<file path="src/access_fsm.sv">
`timescale 1ns/100ps
`default_nettype none

module access_fsm (
  input  wire logic i_clk,
  input  wire logic i_rst,
  input  wire logic i_req_valid,
  output logic      o_req_ready,
  input  wire logic i_last,
  input  wire logic i_ack,
  output logic      o_load,
  output logic      o_byte_req,
  output logic      o_step,
  output logic      o_rsp_valid,
  input  wire logic i_rsp_ready
);

  typedef enum logic [1:0] {
    ST_IDLE,
    ST_ISSUE,
    ST_WAIT,
    ST_RESP
  } state_t;

  state_t state_q;
  state_t state_d;
  logic   strobe_q;

  always_comb begin
    state_d     = state_q;
    o_req_ready = 1'b0;
    o_load      = 1'b0;
    o_step      = 1'b0;
    o_rsp_valid = 1'b0;
    case (state_q)
      ST_IDLE: begin
        o_req_ready = 1'b1;
        if (i_req_valid) begin
          o_load  = 1'b1;
          state_d = ST_ISSUE;
        end
      end
      // Strobe goes out registered, next cycle
      ST_ISSUE: state_d = ST_WAIT;
      ST_WAIT: begin
        if (i_ack) begin
          o_step  = 1'b1;
          state_d = i_last ? ST_RESP : ST_ISSUE;
        end
      end
      // Hold until the response is taken
      ST_RESP: begin
        o_rsp_valid = 1'b1;
        if (i_rsp_ready)
          state_d = ST_IDLE;
      end
      default: state_d = ST_IDLE;
    endcase
  end

  always_ff @(posedge i_clk) begin
    if (i_rst) begin
      state_q  <= ST_IDLE;
      strobe_q <= 1'b0;
    end else begin
      state_q  <= state_d;
      strobe_q <= (state_q == ST_ISSUE);
    end
  end

  // One pulse per byte
  assign o_byte_req = strobe_q;

endmodule

`default_nettype wire

</file>
<file path="config.mk">
export PLATFORM = sky130hd
export DESIGN_NAME = access_fsm
export DESIGN_NICKNAME = d
export VERILOG_FILES = /design/src/access_fsm.sv
export SDC_FILE = /design/constraint.sdc
export NUM_CORES = 1
export LEC_CHECK = 0
export BUFFER_PORTS_ARGS = -buffer_cell sky130_fd_sc_hd__buf_2
export CORE_AREA = 2 2 39 41
export DETAILED_ROUTE_END_ITERATION = 8
export DIE_AREA = 0 0 41 43
export GPL_ROUTABILITY_DRIVEN = 0
export GPL_TIMING_DRIVEN = 0
export SYNTH_ARGS = -nofsm -noshare
export SYNTH_HDL_FRONTEND = slang
export SYNTH_SLANG_ARGS = --single-unit
</file>
<file path="constraint.sdc">
create_clock -name i_clk -period 1.8 [get_ports i_clk]
set_input_delay 0.09 -clock i_clk [delete_from_list [all_inputs] [get_ports i_clk]]
set_output_delay 0.09 -clock i_clk [all_outputs]
set_load 0.02 [all_outputs]
</file>
==> summary.md <==
| Metric | Value |
|---|---|
| Antenna Nets Post-Route | 0 |
| Clock power share | 0.492 |
| Tcrit/Tclk final | 0.640 |
| Worst VDD drop | 0.110 mV |
| Final Hold Vio Count | 0 |
| Clk_skew | 0.00147 ns |
| Flop pwr share | 0.333 |
| Initial antenna violation count | 0 |
| DP HPWL | 258 um |
| Die area | 0.00176 mm^2 |
| DRC | 0 |
| Sequential element share of the synthesized area | 0.429 |
| Max_slew headroom | 0.846 |
| Filler cell count | 165 |
| Synth area leader | dfxtp_1 |
| Post-synth cell types | 13 |
| Pint | 0.000173 W |
| Unrepaired setup endpoints after global routing | false |
| Worst Hold Class | in2reg |
| WS Path Type | reg2out |
| Crit path arrival time | 1.06 ns |
| Final nets | 38 |
| Cts repair resizes | 0 |
| Share of layout cells above drive strength 1 | 0.516 |
| Worst-path clk slew | 0.04 ns |
| CP Capture Type | primary output |
| Final setup viols | 0 |
| Hold Crit Start | i_rst |
| Antenna Cells | 0 |
| Total vias in the final route | 155 |
| Crit path cell chain | inv_1 > and3_1 > buf_2 |
| CTS tree | done |
| Initial DRC Count | 1 |
| Fmax | 869 MHz |
| Drt wl/cell | 7.17 um |
| Skew-Pair Late Insertion Delay | 0.23 ns |
| Net Switching | 0.0000638 W |
| Port-buffer cells | 10 |
| Core outline area | 0.00138 mm^2 |
| TNS Setup | 0 ns |
| Worst Tran Pin Value | 0.230 ns |
| Vias in the first global route | 146 |
| Postcts setup bufs | 0 |
| Max clock buf depth | 2 |
| DRT Pass-1 Iters | 2 |
| R2r startpoint | state_q[0]$_SDFFE_PP0P_ |
| Critical path startpoint category | register |
| Crit path largest cell delay | 0.41 ns |
| Cell Area, Synth | 140 um^2 |
| Power Density | 1000 mW/mm^2 |
| GR Overflow Total | 0 |
| Num rows | 14 |
| Hold WS | 0.0440 ns |
| Die width | 41 um |
| Avg Vias per Cell | 3.30 |
| Switching Share | 0.270 |
| Syn. warnings | 0 |
| Final Max Tran Viols | 0 |
| Area contributors post-synth | dfxtp_1 43%, a21boi_2 8.0%, and2_2 5.4%, inv_1 5.4%, nand2_1 5.4% |
| Leakage power | 0.120 nW |
| CTS buffer count | 3 |
| # IOs | 11 |
| WP data required | 1.71 ns |
| CP max FO | 6 |
| Die Ht | 43 um |
| Status | complete, no violations |
| First-pass GRT wire length | 462 um |
| WL final | 337 um |
| Critical path's slowest cell | dfxtp_1 |
| Hold-fix buffers at CTS | 0 |
| Combinational share of power | 0.175 |
| Mapped Nets | 23 |
| #FFs+latches synth | 3 |
| H-tree depth | 1 |
| Largest net degree at the start of global routing | 8 |
| Area growth syn-to-layout | 68.8% |
| Cells after Synth | 17 |
| Syn Area/Cell | 8.24 um^2 |
| Tmin final | 1.15 ns |
| Initial Utilization | 0.101 |
| Synth top area share | 0.429 |
| Max cap viols | 0 |
| Clock Sinks | 3 |
| Global-route total usage across every layer | 0.0461 |
| Crit. Startpoint | state_q[0]$_SDFFE_PP0P_ |
| Root buf cell | clkbuf_4 |
[worst paths after layout]
check	cells past startpoint	to	slack, ns
worst min-delay path	2	state_q[1]$_SDFFE_PP0P_	0.04
worst max-delay path	3	o_step	0.65
worst max register to register	3	state_q[1]$_SDFFE_PP0P_	0.95
worst min register to register	2	o_byte_req$_SDFF_PP0_	0.56
[cells in the mapped netlist]
cell,number
a21boi_2,1
a21oi_1,1
a31oi_1,1
and2_2,1
and3_1,1
dfxtp_1,3
inv_1,2
nand2_1,2
nand2b_1,1
nor2_1,1
nor2_2,1
nor3_1,1
o211ai_1,1
[power by group through the flow]
stage | logic [W] | clock network, W | registers (W)
final | 0.0000413 | 0.000116 | 0.0000788
after global routing | 0.0000462 | 0.000127 | 0.0000799
after CTS | 0.0000419 | 0.000125 | 0.0000789
after detailed placement | 0.0000419 | 0 | 0.0000799
after global placement | 0.0000412 | 0 | 0.0000796
after floorplan | 0.0000243 | 0 | 0.0000801
[sequential cells by signal (all words and copies together) (netlist names)]
| register | count |
|---|---|
| state_q | 2 |
| o_byte_req | 1 |
[worst max-delay path, delay by kind of cell (launching register included)]
family / cells / cell delay (ns)
buf+inv: 2 / 0.25
flops: 1 / 0.41
simple gates: 1 / 0.17
[cells by family after synthesis]
| kind of cell | after synthesis | synth area share |
|---|---|---|
| compound gates | 4 | 0.214 |
| buf+inv | 2 | 0.0536 |
| flops | 3 | 0.429 |
| simple gates | 8 | 0.304 |
[final cells by class]
class                   instances  area [um^2]  area share
multi-input cells              12         72.6       0.307
flip-flops and latches          3         60.1       0.254
repair buffers                 10         50.0       0.212
clock buffers                   4         26.3       0.111
well taps                      16         20.0      0.0847
inverters                       2         7.51      0.0317
[stage by stage]
stage / instances / worst slack [ns] / utilization / cell area (um^2) / total power [W]
after floorplan: 17 / 0.859 / - / 140 / 0.000104
after global placement: 43 / 0.908 / 0.152 / 210 / 0.000121
after detailed placement: 43 / 0.889 / 0.152 / 210 / 0.000122
after CTS: 47 / 0.629 / 0.171 / 236 / 0.000246
after global routing: 47 / 0.573 / 0.171 / 236 / 0.000253
final: 47 / 0.649 / 0.171 / 236 / 0.000237
[layout by cell type (no fill, tap or decap), drive strengths merged]
cell | synthesis | layout
nor3 | 1 | 1
and3 | 1 | 1
buf | 0 | 10
o211ai | 1 | 1
dfxtp | 3 | 3
a21oi | 1 | 1
a21boi | 1 | 1
inv | 2 | 2
clkbuf | 0 | 4
nor2 | 2 | 2
nand2b | 1 | 1
nand2 | 2 | 2
a31oi | 1 | 1
and2 | 1 | 1
[per-layer routing]
metal	vias up	routed length, um	share of wire	global-route usage
li1	84	-	-	-
met1	65	118	0.35	0.0256
met2	6	190	0.56	0.0719
met3	0	28	0.083	0
met4	0	0	0	0.100
met5	-	0	0	0
Power figures use the tool's default switching activity.
