File: config.mk
export PLATFORM = sky130hd
export DESIGN_NAME = lane_counter
export DESIGN_NICKNAME = d
export VERILOG_FILES = /design/src/mem_pkg.sv /design/src/lane_counter.sv
export SDC_FILE = /design/constraint.sdc
export NUM_CORES = 1
export LEC_CHECK = 0
export BUFFER_PORTS_ARGS = -buffer_cell sky130_fd_sc_hd__buf_2
export CORE_AREA = 2 2 39 41
export CTS_CLUSTER_DIAMETER = 40
export DETAILED_ROUTE_END_ITERATION = 12
export DIE_AREA = 0 0 41 43
export SYNTH_ARGS = -nofsm -noshare
export SYNTH_HDL_FRONTEND = slang
export SYNTH_SLANG_ARGS = --single-unit
export TNS_END_PERCENT = 30
File: constraint.sdc
create_clock -name i_clk -period 1.8 [get_ports i_clk]
set_clock_uncertainty 0.2 [all_clocks]
set_input_delay 0.18 -clock i_clk [delete_from_list [all_inputs] [get_ports i_clk]]
set_output_delay 0.18 -clock i_clk [all_outputs]
set_load 0.02 [all_outputs]
File: src/mem_pkg.sv
`default_nettype none

package mem_pkg;

  // Address map
  localparam logic [31:0] BOOT_BASE = 32'h0000_0000;
  localparam int          BOOT_AW   = 12;
  localparam logic [31:0] VID_BASE  = 32'h0001_0000;
  localparam int          VID_AW    = 14;
  localparam logic [31:0] HEX_BASE  = 32'h0002_0000;
  localparam logic [31:0] GPIO_BASE = 32'h0002_1000;

  // Offset width inside each I/O block
  localparam int          IO_AW     = 2;

  // Access size, value is byte count minus one
  typedef enum logic [1:0] {
    SZ_BYTE = 2'd0,
    SZ_HALF = 2'd1,
    SZ_WORD = 2'd3
  } size_e;

  // Data word, whole or per byte lane
  typedef union packed {
    logic [31:0]     word;
    logic [3:0][7:0] lane;
  } mem_word_u;

  // Request from the processor side
  typedef struct packed {
    logic [31:0] addr;
    mem_word_u   wdata;
    size_e       size;
    logic        write;
  } mem_req_t;

  // Response, read data zero-extended
  typedef struct packed {
    mem_word_u rdata;
  } mem_rsp_t;

  // One byte access on the internal bus
  typedef struct packed {
    logic [31:0] addr;
    logic [7:0]  wdata;
    logic        write;
  } byte_req_t;

  // Target answer, ack one clock after strobe
  typedef struct packed {
    logic       ack;
    logic [7:0] rdata;
  } byte_rsp_t;

endpackage

`default_nettype wire

File: src/lane_counter.sv
`timescale 1ns/100ps
`default_nettype none

module lane_counter (
  input  wire logic           i_clk,
  input  wire logic           i_rst,
  input  wire logic           i_load,
  input  wire mem_pkg::size_e i_size,
  input  wire logic           i_step,
  output logic [1:0]          o_lane,
  output logic                o_last
);

  logic [1:0] lane_q;
  logic [1:0] final_q;

  // Size code doubles as the index of the final lane
  always_ff @(posedge i_clk) begin
    if (i_rst) begin
      lane_q  <= 2'd0;
      final_q <= 2'd0;
    end else if (i_load) begin
      lane_q  <= 2'd0;
      final_q <= i_size;
    end else if (i_step) begin
      lane_q <= lane_q + 2'd1;
    end
  end

  assign o_lane = lane_q;
  assign o_last = (lane_q == final_q);

endmodule

`default_nettype wire

==> results.json <==
{
  "hold_viol_final": 0,
  "clock_sinks": 4,
  "dpl.cell_count": 41,
  "cts_tree": "built",
  "p_leak_nw": 0.135,
  "cp_cell_sequence": "dlygate4sd3_1 -> buf_2 -> nor2_1 -> dlygate4sd3_1",
  "synth_edf_count": 0,
  "worstHoldPathCells": 3,
  "multi_input_area_um2": 93.8,
  "hp-class": "in2reg",
  "p_int_mw": 0.186,
  "dr_total_vias": 153,
  "insertedDiodeCount": 0,
  "crit_family": "buffers and inverters",
  "fmax_mhz": 667,
  "grt_pass1_vias": 164,
  "grt.total_usage_pct": 5.22,
  "r2r_start": "final_q[0]",
  "cts-root-buf": "clkbuf_4",
  "power_frac_clock_pct": 44.8,
  "wl_per_cell_um": 7.67,
  "cp_max_fo": 3,
  "clockBufferDepth": 2,
  "synthTopCellsByCount": "dfxtp_1 (4), nor2_1 (4), mux2i_1 (2), xor2_1 (2)",
  "finalPower_mw": 0.239,
  "path_buf_inv": 3,
  "p_switching_mw": 0.0535,
  "p_sw_share_pct": 22.4,
  "start_util_pct": 12.6,
  "path_clk_slew_ns": 0.04,
  "grt_antenna_before_repair": 0,
  "finalWirelength_um": 353,
  "synth_ff_type": "dfxtp_1",
  "slew_headroom_pct": 87.4,
  "ff_latch_area_um2": 80.1,
  "fin_setup_tns_ns": 0,
  "synth_nets": 23,
  "avgSynthCellArea_um2": 10.2,
  "dieWidth_um": 41,
  "place.gp.congestion": 0.545,
  "grt_pass1_wl_um": 552,
  "min_period_ns": 1.50,
  "core_um2": 1380,
  "drtPass1Iterations": 1,
  "critical-path-slowest-cell": "dlygate4sd3_1",
  "yosysTopAreaCell": "dfxtp_1",
  "post-cts-setup-buffers": 0,
  "r2r_cells": 3,
  "nets": 38,
  "yosysWarnings": 0,
  "die_y_um": 43,
  "fin_ws_ns": 0.300,
  "cts_buffers": 3,
  "yosys-top-cells-area": "dfxtp_1 (46%), mux2i_1 (12%), xor2_1 (10%)",
  "final-setup-viol-count": 0,
  "layout-drive-gt1-share_pct": 43.3,
  "worstPathArrival_ns": 1.47,
  "p_per_area_nw_per_um2": 865,
  "cts_hold_buf": 2,
  "slew_viol_final": 0,
  "power_frac_comb_pct": 14.5,
  "status": "complete, no violations",
  "synth.top_cell.area_share_pct": 46.0,
  "ys_types": 9,
  "instances_no_fill": 46,
  "ys_async_sr_fraction_pct": 0,
  "cp_common_cell": "dlygate4sd3_1",
  "rows": 14,
  "required_ns": 1.77,
  "synthCells": 17,
  "antenna_left": 0,
  "r2r_end": "final_q[0]",
  "worstHoldEndpoint": "final_q[1]",
  "overflow": 0,
  "synth-seq-cells": 4,
  "dp_slack_ns": 0.653,
  "clock_latency_ns": 0.23,
  "io_buffer_count": 8,
  "fillers": 156,
  "grt_max_degree": 6,
  "end_kind": "flip-flop",
  "ios": 9,
  "cts_resized": 0,
  "dieArea_um2": 1760,
  "remaining_drc_errors": 0,
  "yosysSeqAreaShare_pct": 46.0,
  "rsz0062_at_grt": "no",
  "max-cap-violations": 0,
  "pwr-share-seq_pct": 40.6,
  "worst_pin_slew_ns": 0.189,
  "drt_first_iter_violations": 0,
  "area_delta_synth_final_pct": 59.0,
  "vias_per_cell": 3.33,
  "critPathKind": "in2reg",
  "hp-start": "i_size[1]",
  "regToRegSetupSlack_ns": 0.46,
  "htree_levels": 1,
  "synth_area_um2": 174,
  "whs_ns": 0.00128,
  "fin_crit_sh_pct": 83.4,
  "ir_worst_vdd_mv": 0.188,
  "worstSetupStartpointType": "primary input",
  "slowest_delay_ns": 0.54
}
power by group through the flow:
stage	registers, mW	clock network (mW)	logic, mW
final	0.0972	0.107	0.0348
after global routing	0.0976	0.114	0.0388
after CTS	0.0972	0.114	0.0356
after detailed placement	0.0986	0	0.0321
after global placement	0.0985	0	0.0319
after floorplan	0.0999	0	0.0167
logic make-up after synthesis:
kind of cell | after synthesis | synth area share, %
and+or+nand+nor | 6 | 16.5
AOI/OAI and AO/OA | 2 | 10.8
DFF | 4 | 46.0
xor gates and xnor gates | 3 | 15.1
muxes | 2 | 11.5
layer usage:
metal  up-vias  share of wire (%)  GRT usage [%]
met1        67                 30           2.88
met4         0                  0           6.00
met2         3                 59           8.44
met5         -                  0              0
li1         83                  -              -
met3         0                 10           3.66
worst max-delay path by stage:
stage | from | endpoint | slack (ns) | cells past startpoint
2_1_floorplan | o_lane[0] | o_last | 0.51 | 2
3_3_place_gp | o_lane[0] | o_last | 0.66 | 3
3_5_place_dp | o_lane[0] | o_last | 0.65 | 3
4_1_cts | i_rst | final_q[0] | 0.31 | 4
5_1_grt | i_rst | final_q[0] | 0.22 | 4
6_report | i_rst | final_q[0] | 0.30 | 4
stage by stage:
stage               utilization, %  cell area, µm²
finish                        20.0             277
global route                  20.0             277
CTS                           20.0             277
detailed placement            16.9             234
global placement              16.9             234
floorplan                        -             174
worst reg2reg max path, delay by kind of cell, from the launching register on:
kind | cells | cell delay (ns)
buf+inv | 1 | 0.54
flops | 1 | 0.31
mux | 1 | 0.12
simple gates | 1 | 0.05
registers in the layout, indices dropped and copies added, names as in the netlist:
name,flops
final_q,2
o_lane,2
placed cells by master (no fill, tap or decap):
cell type	netlist	final
xor2_1	2	2
buf_2	0	8
a21oi_2	1	1
dlygate4sd3_1	0	2
clkbuf_4	0	3
or2_1	1	1
nor2_1	4	4
xnor2_1	1	1
nand3b_1	1	1
mux2i_1	2	2
a21bo_2	1	1
dfxtp_1	4	4
cell type report:
class,count,share of cell area (%)
repair buffers,10,21.7
clock buffers,3,8.14
well taps,16,7.24
flip-flops and latches,4,29.0
multi-input cells,13,33.9
No activity file was read; power rests on OpenSTA's default activity.
