==> src/mem_pkg.sv <==
`default_nettype none

package mem_pkg;

  // Address map
  localparam logic [31:0] BOOT_BASE = 32'h0000_0000;
  localparam int          BOOT_AW   = 12;
  localparam logic [31:0] VID_BASE  = 32'h0001_0000;
  localparam int          VID_AW    = 14;
  localparam logic [31:0] HEX_BASE  = 32'h0002_0000;
  localparam logic [31:0] GPIO_BASE = 32'h0002_1000;

  // Offset width inside each I/O block
  localparam int          IO_AW     = 2;

  // Access size, value is byte count minus one
  typedef enum logic [1:0] {
    SZ_BYTE = 2'd0,
    SZ_HALF = 2'd1,
    SZ_WORD = 2'd3
  } size_e;

  // Data word, whole or per byte lane
  typedef union packed {
    logic [31:0]     word;
    logic [3:0][7:0] lane;
  } mem_word_u;

  // Request from the processor side
  typedef struct packed {
    logic [31:0] addr;
    mem_word_u   wdata;
    size_e       size;
    logic        write;
  } mem_req_t;

  // Response, read data zero-extended
  typedef struct packed {
    mem_word_u rdata;
  } mem_rsp_t;

  // One byte access on the internal bus
  typedef struct packed {
    logic [31:0] addr;
    logic [7:0]  wdata;
    logic        write;
  } byte_req_t;

  // Target answer, ack one clock after strobe
  typedef struct packed {
    logic       ack;
    logic [7:0] rdata;
  } byte_rsp_t;

endpackage

`default_nettype wire

==> src/mem_byte_router.sv <==
`timescale 1ns/100ps
`default_nettype none

module mem_byte_router (
  input  wire logic               i_clk,
  input  wire logic               i_rst,
  input  wire logic               i_strobe,
  input  wire mem_pkg::byte_req_t i_req,
  output logic                    o_boot_sel,
  output logic                    o_vid_sel,
  output logic                    o_hex_sel,
  output logic                    o_gpio_sel,
  input  wire mem_pkg::byte_rsp_t i_boot_rsp,
  input  wire mem_pkg::byte_rsp_t i_vid_rsp,
  input  wire mem_pkg::byte_rsp_t i_io_rsp,
  output mem_pkg::byte_rsp_t      o_rsp
);

  import mem_pkg::*;

  // One flag per target, held for the data return
  typedef struct packed {
    logic boot;
    logic vid;
    logic io;
    logic miss;
  } hit_t;

  hit_t hit;
  hit_t sel_q;
  logic miss_ack_q;

  // Decode on the upper address bits of each region
  always_comb begin
    hit.boot = (i_req.addr[31:BOOT_AW] == BOOT_BASE[31:BOOT_AW]);
    hit.vid  = (i_req.addr[31:VID_AW]  == VID_BASE[31:VID_AW]);
    hit.io   = (i_req.addr[31:IO_AW]   == HEX_BASE[31:IO_AW]) ||
               (i_req.addr[31:IO_AW]   == GPIO_BASE[31:IO_AW]);
    hit.miss = !(hit.boot || hit.vid || hit.io);
  end

  // Strobe to exactly one target
  assign o_boot_sel = i_strobe & hit.boot;
  assign o_vid_sel  = i_strobe & hit.vid;
  assign o_hex_sel  = i_strobe & (i_req.addr[31:IO_AW] == HEX_BASE[31:IO_AW]);
  assign o_gpio_sel = i_strobe & (i_req.addr[31:IO_AW] == GPIO_BASE[31:IO_AW]);

  // Remember the target, and answer unmapped bytes here
  always_ff @(posedge i_clk) begin
    if (i_rst) begin
      sel_q      <= '0;
      miss_ack_q <= 1'b0;
    end else begin
      miss_ack_q <= i_strobe & hit.miss;
      if (i_strobe)
        sel_q <= hit;
    end
  end

  // Return path
  always_comb begin
    o_rsp.ack = i_boot_rsp.ack | i_vid_rsp.ack | i_io_rsp.ack | miss_ack_q;
    if (sel_q.boot)
      o_rsp.rdata = i_boot_rsp.rdata;
    else if (sel_q.vid)
      o_rsp.rdata = i_vid_rsp.rdata;
    else if (sel_q.io)
      o_rsp.rdata = i_io_rsp.rdata;
    else
      o_rsp.rdata = 8'h00; // Unmapped reads as zero
  end

endmodule

`default_nettype wire

==> config.mk <==
export PLATFORM = sky130hd
export DESIGN_NAME = mem_byte_router
export DESIGN_NICKNAME = d
export VERILOG_FILES = /design/src/mem_pkg.sv /design/src/mem_byte_router.sv
export SDC_FILE = /design/constraint.sdc
export NUM_CORES = 1
export LEC_CHECK = 0
export BUFFER_PORTS_ARGS = -buffer_cell sky130_fd_sc_hd__buf_2
export CORE_MARGIN = 2
export CORE_UTILIZATION = 23
export CTS_BUF_LIST = sky130_fd_sc_hd__clkbuf_4 sky130_fd_sc_hd__clkbuf_8
export CTS_CLUSTER_SIZE = 28
export DETAILED_ROUTE_END_ITERATION = 12
export PLACE_DENSITY = 0.76
export SYNTH_ARGS = -nofsm -noshare
export SYNTH_HDL_FRONTEND = slang
export SYNTH_SLANG_ARGS = --single-unit
==> constraint.sdc <==
create_clock -name i_clk -period 1.2 [get_ports i_clk]
set_clock_uncertainty 0.2 [all_clocks]
set_input_delay 0.06 -clock i_clk [delete_from_list [all_inputs] [get_ports i_clk]]
set_output_delay 0.06 -clock i_clk [all_outputs]
set_load 0.03 [all_outputs]
==> impl_metrics.json <==
{
  "setup_viol": 13,
  "run_status": "finished, violations left",
  "hold_viol_final": 0,
  "ys_ff_latch": 4,
  "yosysTopAreaCell": "dfxtp_1",
  "ant_nets": 0,
  "clockRootBuffer": "clkbuf_4",
  "fillers": 136,
  "crit_fanout": 8,
  "wl_mm": 2.248,
  "place_congestion": 0.8226,
  "vias_per_cell": 4.988,
  "finalCriticalPeriod_ns": 1.437,
  "min_from": "i_strobe",
  "required_ns": 0.94,
  "die_h_um": 48.01,
  "dpl_cell_area_um2": 962.2,
  "fin_tns_setup_ns": -2.503,
  "port-buffer-count": 72,
  "violations": "setup timing",
  "start_util": 0.2498,
  "hold_class": "input pin to flip-flop",
  "yosysWarnings": 0,
  "grtUsageTotal": 0.1887,
  "critical_path_class": "flip-flop to output port",
  "die-area_um2": 2304,
  "cts_max_path_buffers": 2,
  "syn_to_final_growth_pct": 177.2,
  "drt_iter0_markers": 3,
  "cts.sinks": 4,
  "synth_area_leaders": "dfxtp_1, a22oi_1, nand2_1",
  "whs_path_depth": 3,
  "end_kind": "output port",
  "grt_overflow": 0,
  "post-route-period-util": 1.198,
  "clk_latency_ns": 0.23,
  "ys_seq_area_frac": 0.1798,
  "grt_pass1_vias": 799,
  "final_nets": 219,
  "drive_above_1_share": 0.8288,
  "synth_top_area_share": 0.1798,
  "setup_slack_ns": -0.2371,
  "synthCells": 64,
  "grt_max_degree": 15,
  "slew_headroom": 0.8521,
  "worstSetupStartpointType": "flip-flop",
  "rsz0062_at_grt": "true",
  "cts-buffers-inserted": 3,
  "ys_types": 26,
  "max_clock_freq_ghz": 0.6959,
  "critical_path_arrival_ns": 1.18,
  "rows": 15,
  "tritoncts": "yes",
  "drc": 0,
  "firstDrtPassIters": 4,
  "antenna_found_initial": 0,
  "power_mw": 0.4678,
  "io_pins": 84,
  "r2r_start": "sel_q[3]",
  "clkTransAtPathRegs_ns": 0.03,
  "p_leak_nw": 0.5635,
  "core_um2": 1783,
  "wire_per_inst_um": 13.15,
  "synth_flop_cell": "dfxtp_1",
  "synth-edff-count": 0,
  "vdd_ir_drop_max_mv": 0.4035,
  "synth.net_count": 135,
  "powerDensity_nw_per_um2": 378.8,
  "synthArstFlopShare": 0,
  "hpwlAfterDp_mm": 1.690,
  "timing.reg2reg.setup_slack_ns": 0.13,
  "syn_area_um2": 445.4,
  "slew_viol_final": 0,
  "maxCapViolations": 0,
  "hold-path-endpoint": "miss_ack_q",
  "syn_avg_cell_area_um2": 6.960,
  "netlist_top_cells_count": "nand2_1, a22oi_1, o21ai_0",
  "stdcell_area_um2": 1235,
  "rr_worst_depth": 3,
  "vias": 853,
  "yosysMostFrequentCell": "nand2_1",
  "grt_pass1_wl_mm": 2.980,
  "cts_htree_levels": 1,
  "antenna_cells": 0,
  "worst_r2r_endpoint": "sel_q[3]",
  "chipWidth_um": 48.01,
  "worst_pin_slew_ns": 0.2201
}
==> kinds of logic (layout without fill, tap and decap cells) <==
group,Yosys count,in the layout,synth area share
and+or+nand+nor,35,35,0.4747
DFF,4,4,0.1798
AOI/OAI and AO/OA,20,20,0.2893
buffers and inverters,5,87,0.05617
==> report_power, final <==
| part | total (mW) | leakage (nW) | switching, mW | internal, mW |
|---|---|---|---|---|
| sequential | 0.136 | 0.0340 | 0.000389 | 0.135 |
| clock | 0.161 | 0.0138 | 0.0494 | 0.111 |
| combinational | 0.171 | 0.516 | 0.0681 | 0.103 |
==> flip-flops by register name, summed over array words and instances, names as in the netlist <==
name	count
sel_q	3
miss_ack_q	1
==> area by class of cell <==
cell class | count | area (um^2) | share of cell area
multi-input combinational | 55 | 500.5 | 0.4053
tap | 25 | 31.28 | 0.02533
clock buffer | 3 | 22.52 | 0.01824
inverter | 1 | 3.754 | 0.003040
timing repair buffer | 83 | 593.1 | 0.4802
sequential | 4 | 83.83 | 0.06788
==> worst max-delay path, stage by stage (launching register included) <==
cell,delay (ns)
dfxtp_2,0.32
nor2b_4,0.15
buf_12,0.13
a22oi_2,0.06
o21ai_2,0.14
buf_6,0.15
==> metal layers <==
metal  global-route usage  part of all wire  vias up
li1                     -                 -      413
met2               0.4187              0.56       66
met4               0.1189             0.032        0
met5                    0                 0        -
met3              0.01887              0.11        8
met1               0.1425              0.29      366
==> cell usage in the layout, fill, tap and decap left out, drive strengths merged <==
cell type    netlist  final
nor4               5      5
or4                2      2
inv                1      1
a21oi              2      2
o21ai              8      8
nor3b              1      1
nor3               2      2
dfxtp              4      4
o21a               1      1
nor2               5      5
buf                3     81
nor2b              1      1
dlygate4sd3        0      2
nand2             12     12
nand3              1      1
a22oi              9      9
and4               3      3
clkbuf             1      3
nand2b             1      1
nor4b              1      1
nand4b             1      1
==> worst max-delay path by stage <==
| stage | start | to | slack, ns | cells past startpoint |
|---|---|---|---|---|
| floorplan | i_req[32] | o_hex_sel | -0.10 | 5 |
| global placement | i_req[32] | o_hex_sel | -0.27 | 6 |
| detailed placement | i_req[32] | o_hex_sel | -0.31 | 6 |
| CTS | sel_q[1] | o_rsp[1] | -0.25 | 5 |
| global route | sel_q[1] | o_rsp[0] | -0.29 | 5 |
| finish | sel_q[1] | o_rsp[7] | -0.24 | 5 |
==> stage by stage <==
step	util	instances	hold WS, ns	setup WS, ns
after global routing	0.6926	171	0.07062	-0.2898
after detailed placement	0.5396	166	0.08027	-0.3108
after CTS	0.6849	171	0.02337	-0.2493
final	0.6926	171	0.03991	-0.2371
after floorplan	-	64	-0.08052	-0.1025
after global placement	0.5396	166	0.07478	-0.2699
==> timing repair <==
action / 4_1_cts / 5_1_grt
hold buffers: 2 / 0
setup buffers: 2 / 0
pin swaps: 15 / 6
hold endpoints to repair: 4 / 0
setup endpoints to repair: 14 / 15
resized for setup: 52 / 3
Note: power is estimated with default switching activity, not from simulation.
