### src/mem_pkg.sv
`default_nettype none

package mem_pkg;

  // Address map
  localparam logic [31:0] BOOT_BASE = 32'h0000_0000;
  localparam int          BOOT_AW   = 12;
  localparam logic [31:0] VID_BASE  = 32'h0001_0000;
  localparam int          VID_AW    = 14;
  localparam logic [31:0] HEX_BASE  = 32'h0002_0000;
  localparam logic [31:0] GPIO_BASE = 32'h0002_1000;

  // Offset width inside each I/O block
  localparam int          IO_AW     = 2;

  // Access size, value is byte count minus one
  typedef enum logic [1:0] {
    SZ_BYTE = 2'd0,
    SZ_HALF = 2'd1,
    SZ_WORD = 2'd3
  } size_e;

  // Data word, whole or per byte lane
  typedef union packed {
    logic [31:0]     word;
    logic [3:0][7:0] lane;
  } mem_word_u;

  // Request from the processor side
  typedef struct packed {
    logic [31:0] addr;
    mem_word_u   wdata;
    size_e       size;
    logic        write;
  } mem_req_t;

  // Response, read data zero-extended
  typedef struct packed {
    mem_word_u rdata;
  } mem_rsp_t;

  // One byte access on the internal bus
  typedef struct packed {
    logic [31:0] addr;
    logic [7:0]  wdata;
    logic        write;
  } byte_req_t;

  // Target answer, ack one clock after strobe
  typedef struct packed {
    logic       ack;
    logic [7:0] rdata;
  } byte_rsp_t;

endpackage

`default_nettype wire

### src/mem_datapath.sv
`timescale 1ns/100ps
`default_nettype none

module mem_datapath (
  input  wire logic               i_clk,
  input  wire logic               i_rst,
  input  wire logic               i_load,
  input  wire mem_pkg::mem_req_t  i_req,
  input  wire logic [1:0]         i_lane,
  input  wire logic               i_step,
  input  wire mem_pkg::byte_rsp_t i_rsp,
  output mem_pkg::byte_req_t      o_byte,
  output mem_pkg::mem_rsp_t       o_rsp
);

  import mem_pkg::*;

  mem_req_t  req_q;
  mem_word_u rd_q;

  // Request held for the whole access
  always_ff @(posedge i_clk) begin
    if (i_load)
      req_q <= i_req;
  end

  // Read word built lane by lane
  always_ff @(posedge i_clk) begin
    if (i_rst) begin
      rd_q.word <= 32'h0;
    end else if (i_load) begin
      // Cleared so unused upper lanes read as zero
      rd_q.word <= 32'h0;
    end else if (i_step && !req_q.write) begin
      rd_q.lane[i_lane] <= i_rsp.rdata;
    end
  end

  // Little-endian, lane k goes to base plus k
  always_comb begin
    o_byte.addr  = req_q.addr + {30'h0, i_lane};
    o_byte.wdata = req_q.wdata.lane[i_lane];
    o_byte.write = req_q.write;
  end

  // Writes leave the word at zero
  assign o_rsp.rdata = rd_q;

endmodule

`default_nettype wire

### config.mk
export PLATFORM = sky130hd
export DESIGN_NAME = mem_datapath
export DESIGN_NICKNAME = d
export VERILOG_FILES = /design/src/mem_pkg.sv /design/src/mem_datapath.sv
export SDC_FILE = /design/constraint.sdc
export NUM_CORES = 1
export LEC_CHECK = 0
export BUFFER_PORTS_ARGS = -buffer_cell sky130_fd_sc_hd__buf_2
export CAP_MARGIN = 5
export CORE_MARGIN = 10
export CORE_UTILIZATION = 45
export DETAILED_ROUTE_END_ITERATION = 8
export PLACE_DENSITY = 0.75
export SLEW_MARGIN = 20
export SYNTH_ARGS = -nofsm -noshare
export SYNTH_HDL_FRONTEND = slang
export SYNTH_SLANG_ARGS = --single-unit
export TNS_END_PERCENT = 5
### constraint.sdc
create_clock -name i_clk -period 5.33 [get_ports i_clk]
set_input_delay 1.3325 -clock i_clk [delete_from_list [all_inputs] [get_ports i_clk]]
set_output_delay 1.3325 -clock i_clk [all_outputs]
set_load 0.02 [all_outputs]
==> summary.txt, run 1 <==
Asr flop ratio synth: 0
# resized after CTS: 0
Worst-Margin Slew: 1.07 ns
GRT overflow: 0
Clk sinks: 97
P per Cell Area: 303 nW/um^2
Final worst path period share: 0.851
Core Footprint: 8680 um^2
FF+latch count, synth: 97
Detailed Routing Iterations Pass 1: 5
CTS Root Cell: clkbuf_8
Critical Path RT: 4.00 ns
Cell Area, Placed: 4840 um^2
Reg2reg start: o_byte[0]
Syn Inst Count: 306
Crit-path leading delay family: simple AND/OR/NAND/NOR gates
Fin area: 5050 um^2
Synth top area cells: edfxtp_1 (49%), dfxtp_1 (16%), xnor2_1 (5.7%)
Area growth syn-to-layout: 26.3%
WP data arrival: 3.21 ns
Clock Pin Slew Worst Setup and Hold Paths: 0.09 ns
EDFF count, synth: 65
Main flop type after synthesis: edfxtp_1
Max-Cap Viols: 0
DR WL/cell: 17.1 um
H-tree Lvls: 3
Met1 GRT Util: 0.167
Sequential fraction of the synthesis area: 0.648
CP max stage delay: 0.40 ns
Final core occ: 0.582
Post-Syn Area: 4000 um^2
Netlist cell types: 33
Initial Util: 0.461
Setup violators final: 0
RePlAce Congestion: 0.863
Final Hold Fails: 0
Static Leak: 2.03 nW
Total CTS buffers: 9
Fin Setup TNS: 0 ns
Syn Nets: 391
WP buf/inv: 3
RSZ-0062 raised after global routing: no
Total track usage: 0.149
Via/cell ratio: 4.98
Final wirelength: 9750 um
Critical Path End Type: primary output
Via count of the first global-routing pass: 2,992
Final worst slack: 0.792 ns
Post-synth top area cell: edfxtp_1
HPWL Detailed: 7640 um
IO Pins: 155
Maximum VDD drop: 0.193 mV
GR peak layer: met2
Slew HR: 0.285
Crit-path slowest cell: fa_1
Hold Crit Class: flop to flop
Met3 Use GR: 0.0529
Post-CTS Setup Bufs: 0
Layout cells sized above 1: 0.408
Min Tclk post-route: 4.54 ns
Share of the synthesized area in the top cell type: 0.488
Port bufs: 151
Pins Over Slew Limit: 0
Die area: 13,100 um^2
Max clock buf depth: 2
Vias: 2,849
Die Ht: 114 um
Layout Nets: 543
CP Class: primary input to primary output
Core Rows: 34
Antenna violations before repair: 1
Start point of the critical path: i_lane[0]
First DRT Iteration DRCs: 175
CP Cell Sequence: buf_2 -> ha_1 -> inv_1 -> fa_1 -> nand3b_2 -> nor3_2 -> nand4_1 -> xnor2_1 -> buf_2
Routed Antenna Nets: 0
Clk_lat worst skew: 0.35 ns
Die width: 114 um
Warnings from Yosys: 0
Status: complete, no violations
Nature of the critical path startpoint: primary input
Global-route wire length before repair: 15,300 um
Met2 GRT Util: 0.248
Most used cell, CP: buf_2
Hold Startpoint: o_rsp[7]
Max FO, Critical Path: 5
DP Worst Slack: 0.785 ns
Largest net degree at the start of global routing: 66
Clk_skew: 0.00944 ns
F_max: 0.220 GHz
Hold Buf Count CTS: 0
Syn Area/Cell: 13.1 um^2
CTS tree: done
Drc violations: 0
through the flow:
| step | hold WS (ns) | total power, mW | std cells |
|---|---|---|---|
| after detailed placement | 0.445 | 1.08 | 555 |
| after floorplan | 0.535 | 0.991 | 306 |
| final | 0.455 | 1.53 | 572 |
| after global placement | 0.440 | 1.08 | 555 |
| after global routing | 0.476 | 1.60 | 572 |
| after CTS | 0.458 | 1.55 | 571 |
per-layer routing:
metal	wire [um]	share of wire	up-vias
met1	3850	0.39	1335
li1	-	-	1395
met3	810	0.083	12
met5	0	0	-
met2	4930	0.51	107
met4	164	0.017	0
final cells by class:
type	instances	area [um^2]
clock buffers	12	176
multi-input cells	191	1330
fillers	764	3620
clock inverters	4	23.8
flip-flops and latches	97	2590
inverters	5	18.8
well taps	108	135
repair buffers	154	778
diodes	1	2.50
placed cells by master, fill, tap and decap left out:
cell / n
buf_2: 151
edfxtp_1: 65
nand2_1: 57
dfxtp_1: 32
xnor2_1: 26
a21oi_1: 25
nor2_1: 14
nand3_1: 11
clkbuf_8: 11
nand4_1: 9
mux4_2: 8
mux2i_1: 8
inv_1: 6
and3_1: 5
nor3_2: 4
xor2_1: 4
buf_4: 3
and4_4: 2
and4_1: 2
nand3_2: 2
nand2b_1: 2
or2_1: 2
nor4b_4: 2
ha_1: 2
diode_2: 1
and2_1: 1
nor3_4: 1
nand3b_2: 1
nand3b_1: 1
or4b_1: 1
fa_1: 1
clkinv_2: 1
clkinv_4: 1
clkbuf_16: 1
inv_4: 1
logic make-up (layout without fill, tap and decap cells):
kind of cell / Yosys count / after routing / share of synthesized area
flip-flops: 97 / 97 / 0.648
adder cells (fa/ha/maj): 3 / 3 / 0.0113
multiplexers: 16 / 16 / 0.0650
AND/OR/NAND/NOR: 117 / 117 / 0.154
AO/OA/AOI/OAI: 25 / 25 / 0.0313
XOR/XNOR: 30 / 30 / 0.0656
other: 0 / 1 / 0
buffers and inverters: 18 / 175 / 0.0247
worst reg2reg max path: stages, from the launching register on:
cell and delay [ns]:
edfxtp_1 0.50, nor4b_4 0.62, mux2i_1 0.28, nor2_1 0.06
power by group:
| part | internal, mW | switching, mW | leakage, nW | total (mW) |
|---|---|---|---|---|
| clock | 0.223 | 0.241 | 0.109 | 0.463 |
| combinational | 0.0782 | 0.113 | 1.02 | 0.191 |
| sequential | 0.849 | 0.0251 | 0.894 | 0.875 |
| total | 1.15 | 0.379 | 2.03 | 1.53 |
state kept, by name, indices dropped and copies added, names as in the netlist:
| register | cells |
|---|---|
| o_byte | 1 |
| req_q | 64 |
| o_rsp | 32 |
cells in the mapped netlist, types with 3 or more instances:
cell and n:
dfxtp_1 32, inv_1 5, mux2i_1 8, buf_2 3
nand3_1 11, edfxtp_1 65, nor3_2 4, xnor2_1 26
a21oi_1 25, nor2_1 14, mux4_2 8, and3_1 5
clkbuf_1 7, nand2_1 57, nand4_1 9, xor2_1 4
path summary, 6_finish.rpt:
kind,slack [ns],end,cells past startpoint
max,0.79,o_byte[35],9
max reg2reg,3.73,o_rsp[13],3
min reg2reg,0.45,o_rsp[7],2
min,0.45,o_rsp[7],2
Note: power is estimated with default switching activity, not from simulation.
==> run 2, diff against run 1 <==
==> constraint.sdc (replaced) <==
create_clock -name i_clk -period 4.4 [get_ports i_clk]
set_input_delay 1.1 -clock i_clk [delete_from_list [all_inputs] [get_ports i_clk]]
set_output_delay 1.1 -clock i_clk [all_outputs]
set_load 0.02 [all_outputs]
==> summary.txt, run 2 (synthesis gave the netlist of run 1 again) <==
Status: complete, no violations
Min Tclk post-route: 4.07 ns
Die width: 114 um
Top layer in use: met4
Vias: 2,816
Total CTS buffers: 9
Max FFs per register: 64
Routed Antenna Nets: 0
Most common cell after layout, fill and taps aside: buf_2
GRT overflow: 0
Largest net degree at the start of global routing: 66
CP Class: primary input to primary output
Via/cell ratio: 4.92
Final worst path period share: 0.925
Fin Setup TNS: 0 ns
DR WL/cell: 17.2 um
Hold EP: o_rsp[16]
Total track usage: 0.152
Drc violations: 0
Core Footprint: 8680 um^2
Largest Register: req_q
P per Cell Area: 369 nW/um^2
PnR Total Power: 1.86 mW
Layout Nets: 543
Clk_skew: 0.0132 ns
Via count of the first global-routing pass: 3,057
Clk_lat worst skew: 0.36 ns
Cell Area, Placed: 4840 um^2
Maximum VDD drop: 0.191 mV
Clock Pin Slew Worst Setup and Hold Paths: 0.09 ns
Final wirelength: 9830 um
DR WL met3: 757 um
Most frequent cells in the layout: buf_2 (151), edfxtp_1 (65), nand2_1 (57)
Fin area: 5050 um^2
Pins Over Slew Limit: 0
RePlAce Congestion: 0.856
HPWL Detailed: 7790 um
Critical Path RT: 3.30 ns
Met1 wire length: 3780 um
Hold Buf Count CTS: 0
CP max stage delay: 0.40 ns
H-tree Lvls: 3
# resized after CTS: 0
Layout cells sized above 1: 0.410
CP Cell Sequence: buf_2 -> ha_1 -> inv_1 -> fa_1 -> nand3b_2 -> nor3_2 -> and3_1 -> xor2_1 -> buf_2
Reg2reg setup slack: 2.53 ns
Port bufs: 151
Length in cells of the worst reg-to-reg path: 3
Hold Crit Class: flop to flop
Global-route wire length before repair: 15,700 um
Max-Cap Viols: 0
F_max: 0.246 GHz
Setup violators final: 0
First DRT Iteration DRCs: 186
Post-CTS Setup Bufs: 0
Crit-path leading delay family: simple AND/OR/NAND/NOR gates
Detailed Routing Iterations Pass 1: 5
CTS Root Cell: clkbuf_8
CTS tree: done
Final Hold Fails: 0
Clk sinks: 97
Max clock buf depth: 2
Hold Startpoint: o_rsp[16]
Reg2reg end: o_rsp[10]
Static Leak: 2.02 nW
Layout fillers: 747
Area growth syn-to-layout: 26.2%
Most used cell, CP: buf_2
WP data arrival: 2.97 ns
WP buf/inv: 3
Reg2reg start: o_byte[0]
Hold depth: 2
Critical Path End Type: primary output
Initial Util: 0.461
Slew HR: 0.281
Nature of the critical path startpoint: primary input
Antenna violations before repair: 1
Worst-Margin Slew: 1.08 ns
Crit-path slowest cell: fa_1
Die area: 13,100 um^2
Die Ht: 114 um
Routed wl met2: 5120 um
Core Rows: 34
RSZ-0062 raised after global routing: no
IO Pins: 155
Max FO, Critical Path: 5
Hold_ws: 0.456 ns
[run 2: changes by cell type in the layout (fill, tap and decap cells not counted), sizes merged]
| cell | previous run | this run |
|---|---|---|
| clkbuf | 12 | 11 |
| clkinv | 2 | 3 |
[run 2: layout make-up]
class                           instances  area [um^2]  share of cell area
Antenna cell                            1         2.50            0.000495
Clock buffer                           11          174              0.0344
Clock inverter                          5         32.5             0.00644
Inverter                                5         18.8             0.00372
Multi-Input combinational cell        191         1320               0.261
Sequential cell                        97         2590               0.513
Tap cell                              108          135              0.0268
Timing Repair Buffer                  154          778               0.154
[run 2: worst register-to-register path, delay by kind of cell, from the launching register on]
family / cells / cell delay (ns)
flip-flops: 1 / 0.49
AND/OR/NAND/NOR: 2 / 0.97
multiplexers: 1 / 0.27
[run 2: how the worst max path moves through the flow]
stage | endpoint | start | cells after the start
2_1_floorplan | o_byte[19] | i_lane[1] | 7
3_3_place_gp | o_byte[19] | i_lane[0] | 9
3_5_place_dp | o_byte[19] | i_lane[0] | 9
4_1_cts | o_byte[19] | i_lane[0] | 9
5_1_grt | o_byte[19] | i_lane[0] | 9
6_report | o_byte[19] | i_lane[0] | 9
[run 2: metal layers]
metal  vias to the layer above  GRT usage
li1                       1394          -
met1                      1288      0.164
met2                       119      0.265
met3                        15     0.0472
met4                         0     0.0710
met5                         -          0
[run 2: through the flow]
stage | cells | setup slack, ns | utilization
finish | 572 | 0.329 | 0.582
detailed placement | 555 | 0.306 | 0.558
floorplan | 306 | 0.400 | -
global route | 572 | 0.128 | 0.582
CTS | 571 | 0.293 | 0.582
global placement | 555 | 0.362 | 0.558
[run 2: where the power goes]
| group | internal (mW) | leakage, nW | switching [mW] | total (mW) |
|---|---|---|---|---|
| logic | 0.0943 | 1.02 | 0.136 | 0.231 |
| clock network | 0.276 | 0.110 | 0.299 | 0.575 |
| registers | 1.03 | 0.894 | 0.0303 | 1.06 |
| total | 1.40 | 2.02 | 0.466 | 1.86 |
==> run 3, diff against run 2 <==
--- a/config.mk
+++ b/config.mk
@@ -11,6 +11,7 @@
 export CORE_UTILIZATION = 45
 export DETAILED_ROUTE_END_ITERATION = 8
 export PLACE_DENSITY = 0.75
+export RECOVER_POWER = 100
 export SLEW_MARGIN = 20
 export SYNTH_ARGS = -nofsm -noshare
 export SYNTH_HDL_FRONTEND = slang
==> summary.txt, run 3 (synthesis gave the netlist of run 1 again) <==
Slew HR: -0.0169
RePlAce Congestion: 0.856
Detailed Routing Iterations Pass 1: 4
Clk_skew: 0.0134 ns
Pint: 1.39 mW
CTS tree: done
Largest Register: req_q
Cell Area, Placed: 4840 um^2
Fin Setup TNS: 0 ns
First DRT Iteration DRCs: 168
GRT overflow: 0
Post-CTS Setup Bufs: 0
Max FFs per register: 64
Min Tclk post-route: 4.14 ns
Critical Path RT: 3.30 ns
Nature of the critical path startpoint: primary input
# resized after CTS: 0
Routed Antenna Nets: 0
Clock share of power: 0.309
Clk_lat worst skew: 0.36 ns
Comb pwr share: 0.119
Layout Nets: 543
Pins Over Slew Limit: 66
Die Ht: 114 um
CP Class: primary input to primary output
HPWL Detailed: 7790 um
DP Worst Slack: 0.306 ns
Core Footprint: 8680 um^2
Clock Pin Slew Worst Setup and Hold Paths: 0.09 ns
Core Rows: 34
Largest net degree at the start of global routing: 66
Port bufs: 151
P per Cell Area: 375 nW/um^2
Via/cell ratio: 4.91
Setup violators final: 0
Initial Util: 0.461
Layout cells sized above 1: 0.251
Max-Cap Viols: 1
F_max: 0.242 GHz
Most common cell after layout, fill and taps aside: buf_2
Max FO, Critical Path: 5
Final Hold Fails: 0
Via count of the first global-routing pass: 3,057
DR WL/cell: 17.4 um
IO Pins: 155
Vias: 2,809
Total track usage: 0.152
Maximum VDD drop: 0.191 mV
Static Leak: 1.77 nW
FF+latch area: 2590 um^2
Reg2reg setup slack: 2.53 ns
Final worst path period share: 0.940
Total CTS buffers: 9
Net Switching: 0.466 mW
Clk sinks: 97
Status: finished, violations left
WP data arrival: 3.04 ns
Worst-Margin Slew: 1.53 ns
Drc violations: 0
Die width: 114 um
Final worst slack: 0.264 ns
Most frequent cells in the layout: buf_2 (78), clkbuf_1 (73), edfxtp_1 (65)
Multi-input logic area: 1310 um^2
Critical Path End Type: primary output
RSZ-0062 raised after global routing: no
CTS Root Cell: clkbuf_8
Area growth syn-to-layout: 23.7%
Hold Crit Class: flop to flop
Sw frac: 0.251
Die area: 13,100 um^2
Hold Buf Count CTS: 0
Sequential Power Share: 0.572
Failing checks: max-capacitance violations, max-slew violations
Max clock buf depth: 2
H-tree Lvls: 3
Layout fillers: 786
Fin area: 4950 um^2
Final wirelength: 9930 um
Antenna violations before repair: 1
Global-route wire length before repair: 15,700 um
run 3: area by class of cell:
cell class | instances | share of cell area
multi-input combinational | 191 | 0.265
clock buffer | 11 | 0.0351
antenna | 1 | 0.000506
timing repair buffer | 154 | 0.138
inverter | 5 | 0.00379
tap | 108 | 0.0273
sequential | 97 | 0.524
clock inverter | 5 | 0.00657
run 3: worst paths after layout:
check	startpoint	to	cells past startpoint
worst min register to register	o_rsp[16]	o_rsp[16]	2
worst max-delay path	i_lane[0]	o_byte[35]	9
worst max register to register	o_byte[0]	o_rsp[10]	3
worst min-delay path	o_rsp[16]	o_rsp[16]	2
run 3: per-layer routing:
metal  GRT usage  vias to the layer above  part of all wire
met5           0                        -                 0
met1       0.164                     1294              0.39
li1            -                     1395                 -
met2       0.265                      103              0.52
met3      0.0472                       17             0.070
met4      0.0710                        0             0.021
run 3: stage by stage:
step                       util  hold WS (ns)  std cells  power (mW)
final                     0.570         0.459        572        1.85
after global routing      0.570         0.478        572        1.94
after CTS                 0.582         0.456        571        1.89
after detailed placement  0.558         0.443        555        1.32
after global placement    0.558         0.440        555        1.31
after floorplan               -         0.535        306        1.20
run 3: power by group through the flow:
stage / clock network, mW / registers [mW] / logic (mW)
final: 0.574 / 1.06 / 0.221
after global routing: 0.634 / 1.07 / 0.243
after CTS: 0.596 / 1.06 / 0.236
after detailed placement: 0 / 1.08 / 0.235
after global placement: 0 / 1.08 / 0.231
after floorplan: 0 / 1.08 / 0.125
run 3: critical path, stage by stage:
cell and delay, ns:
clkbuf_1 0.09, ha_1 0.18, inv_1 0.06, fa_1 0.40, nand3b_2 0.29, nor3_2 0.32
nand4_1 0.17, xnor2_1 0.16, clkbuf_1 0.25
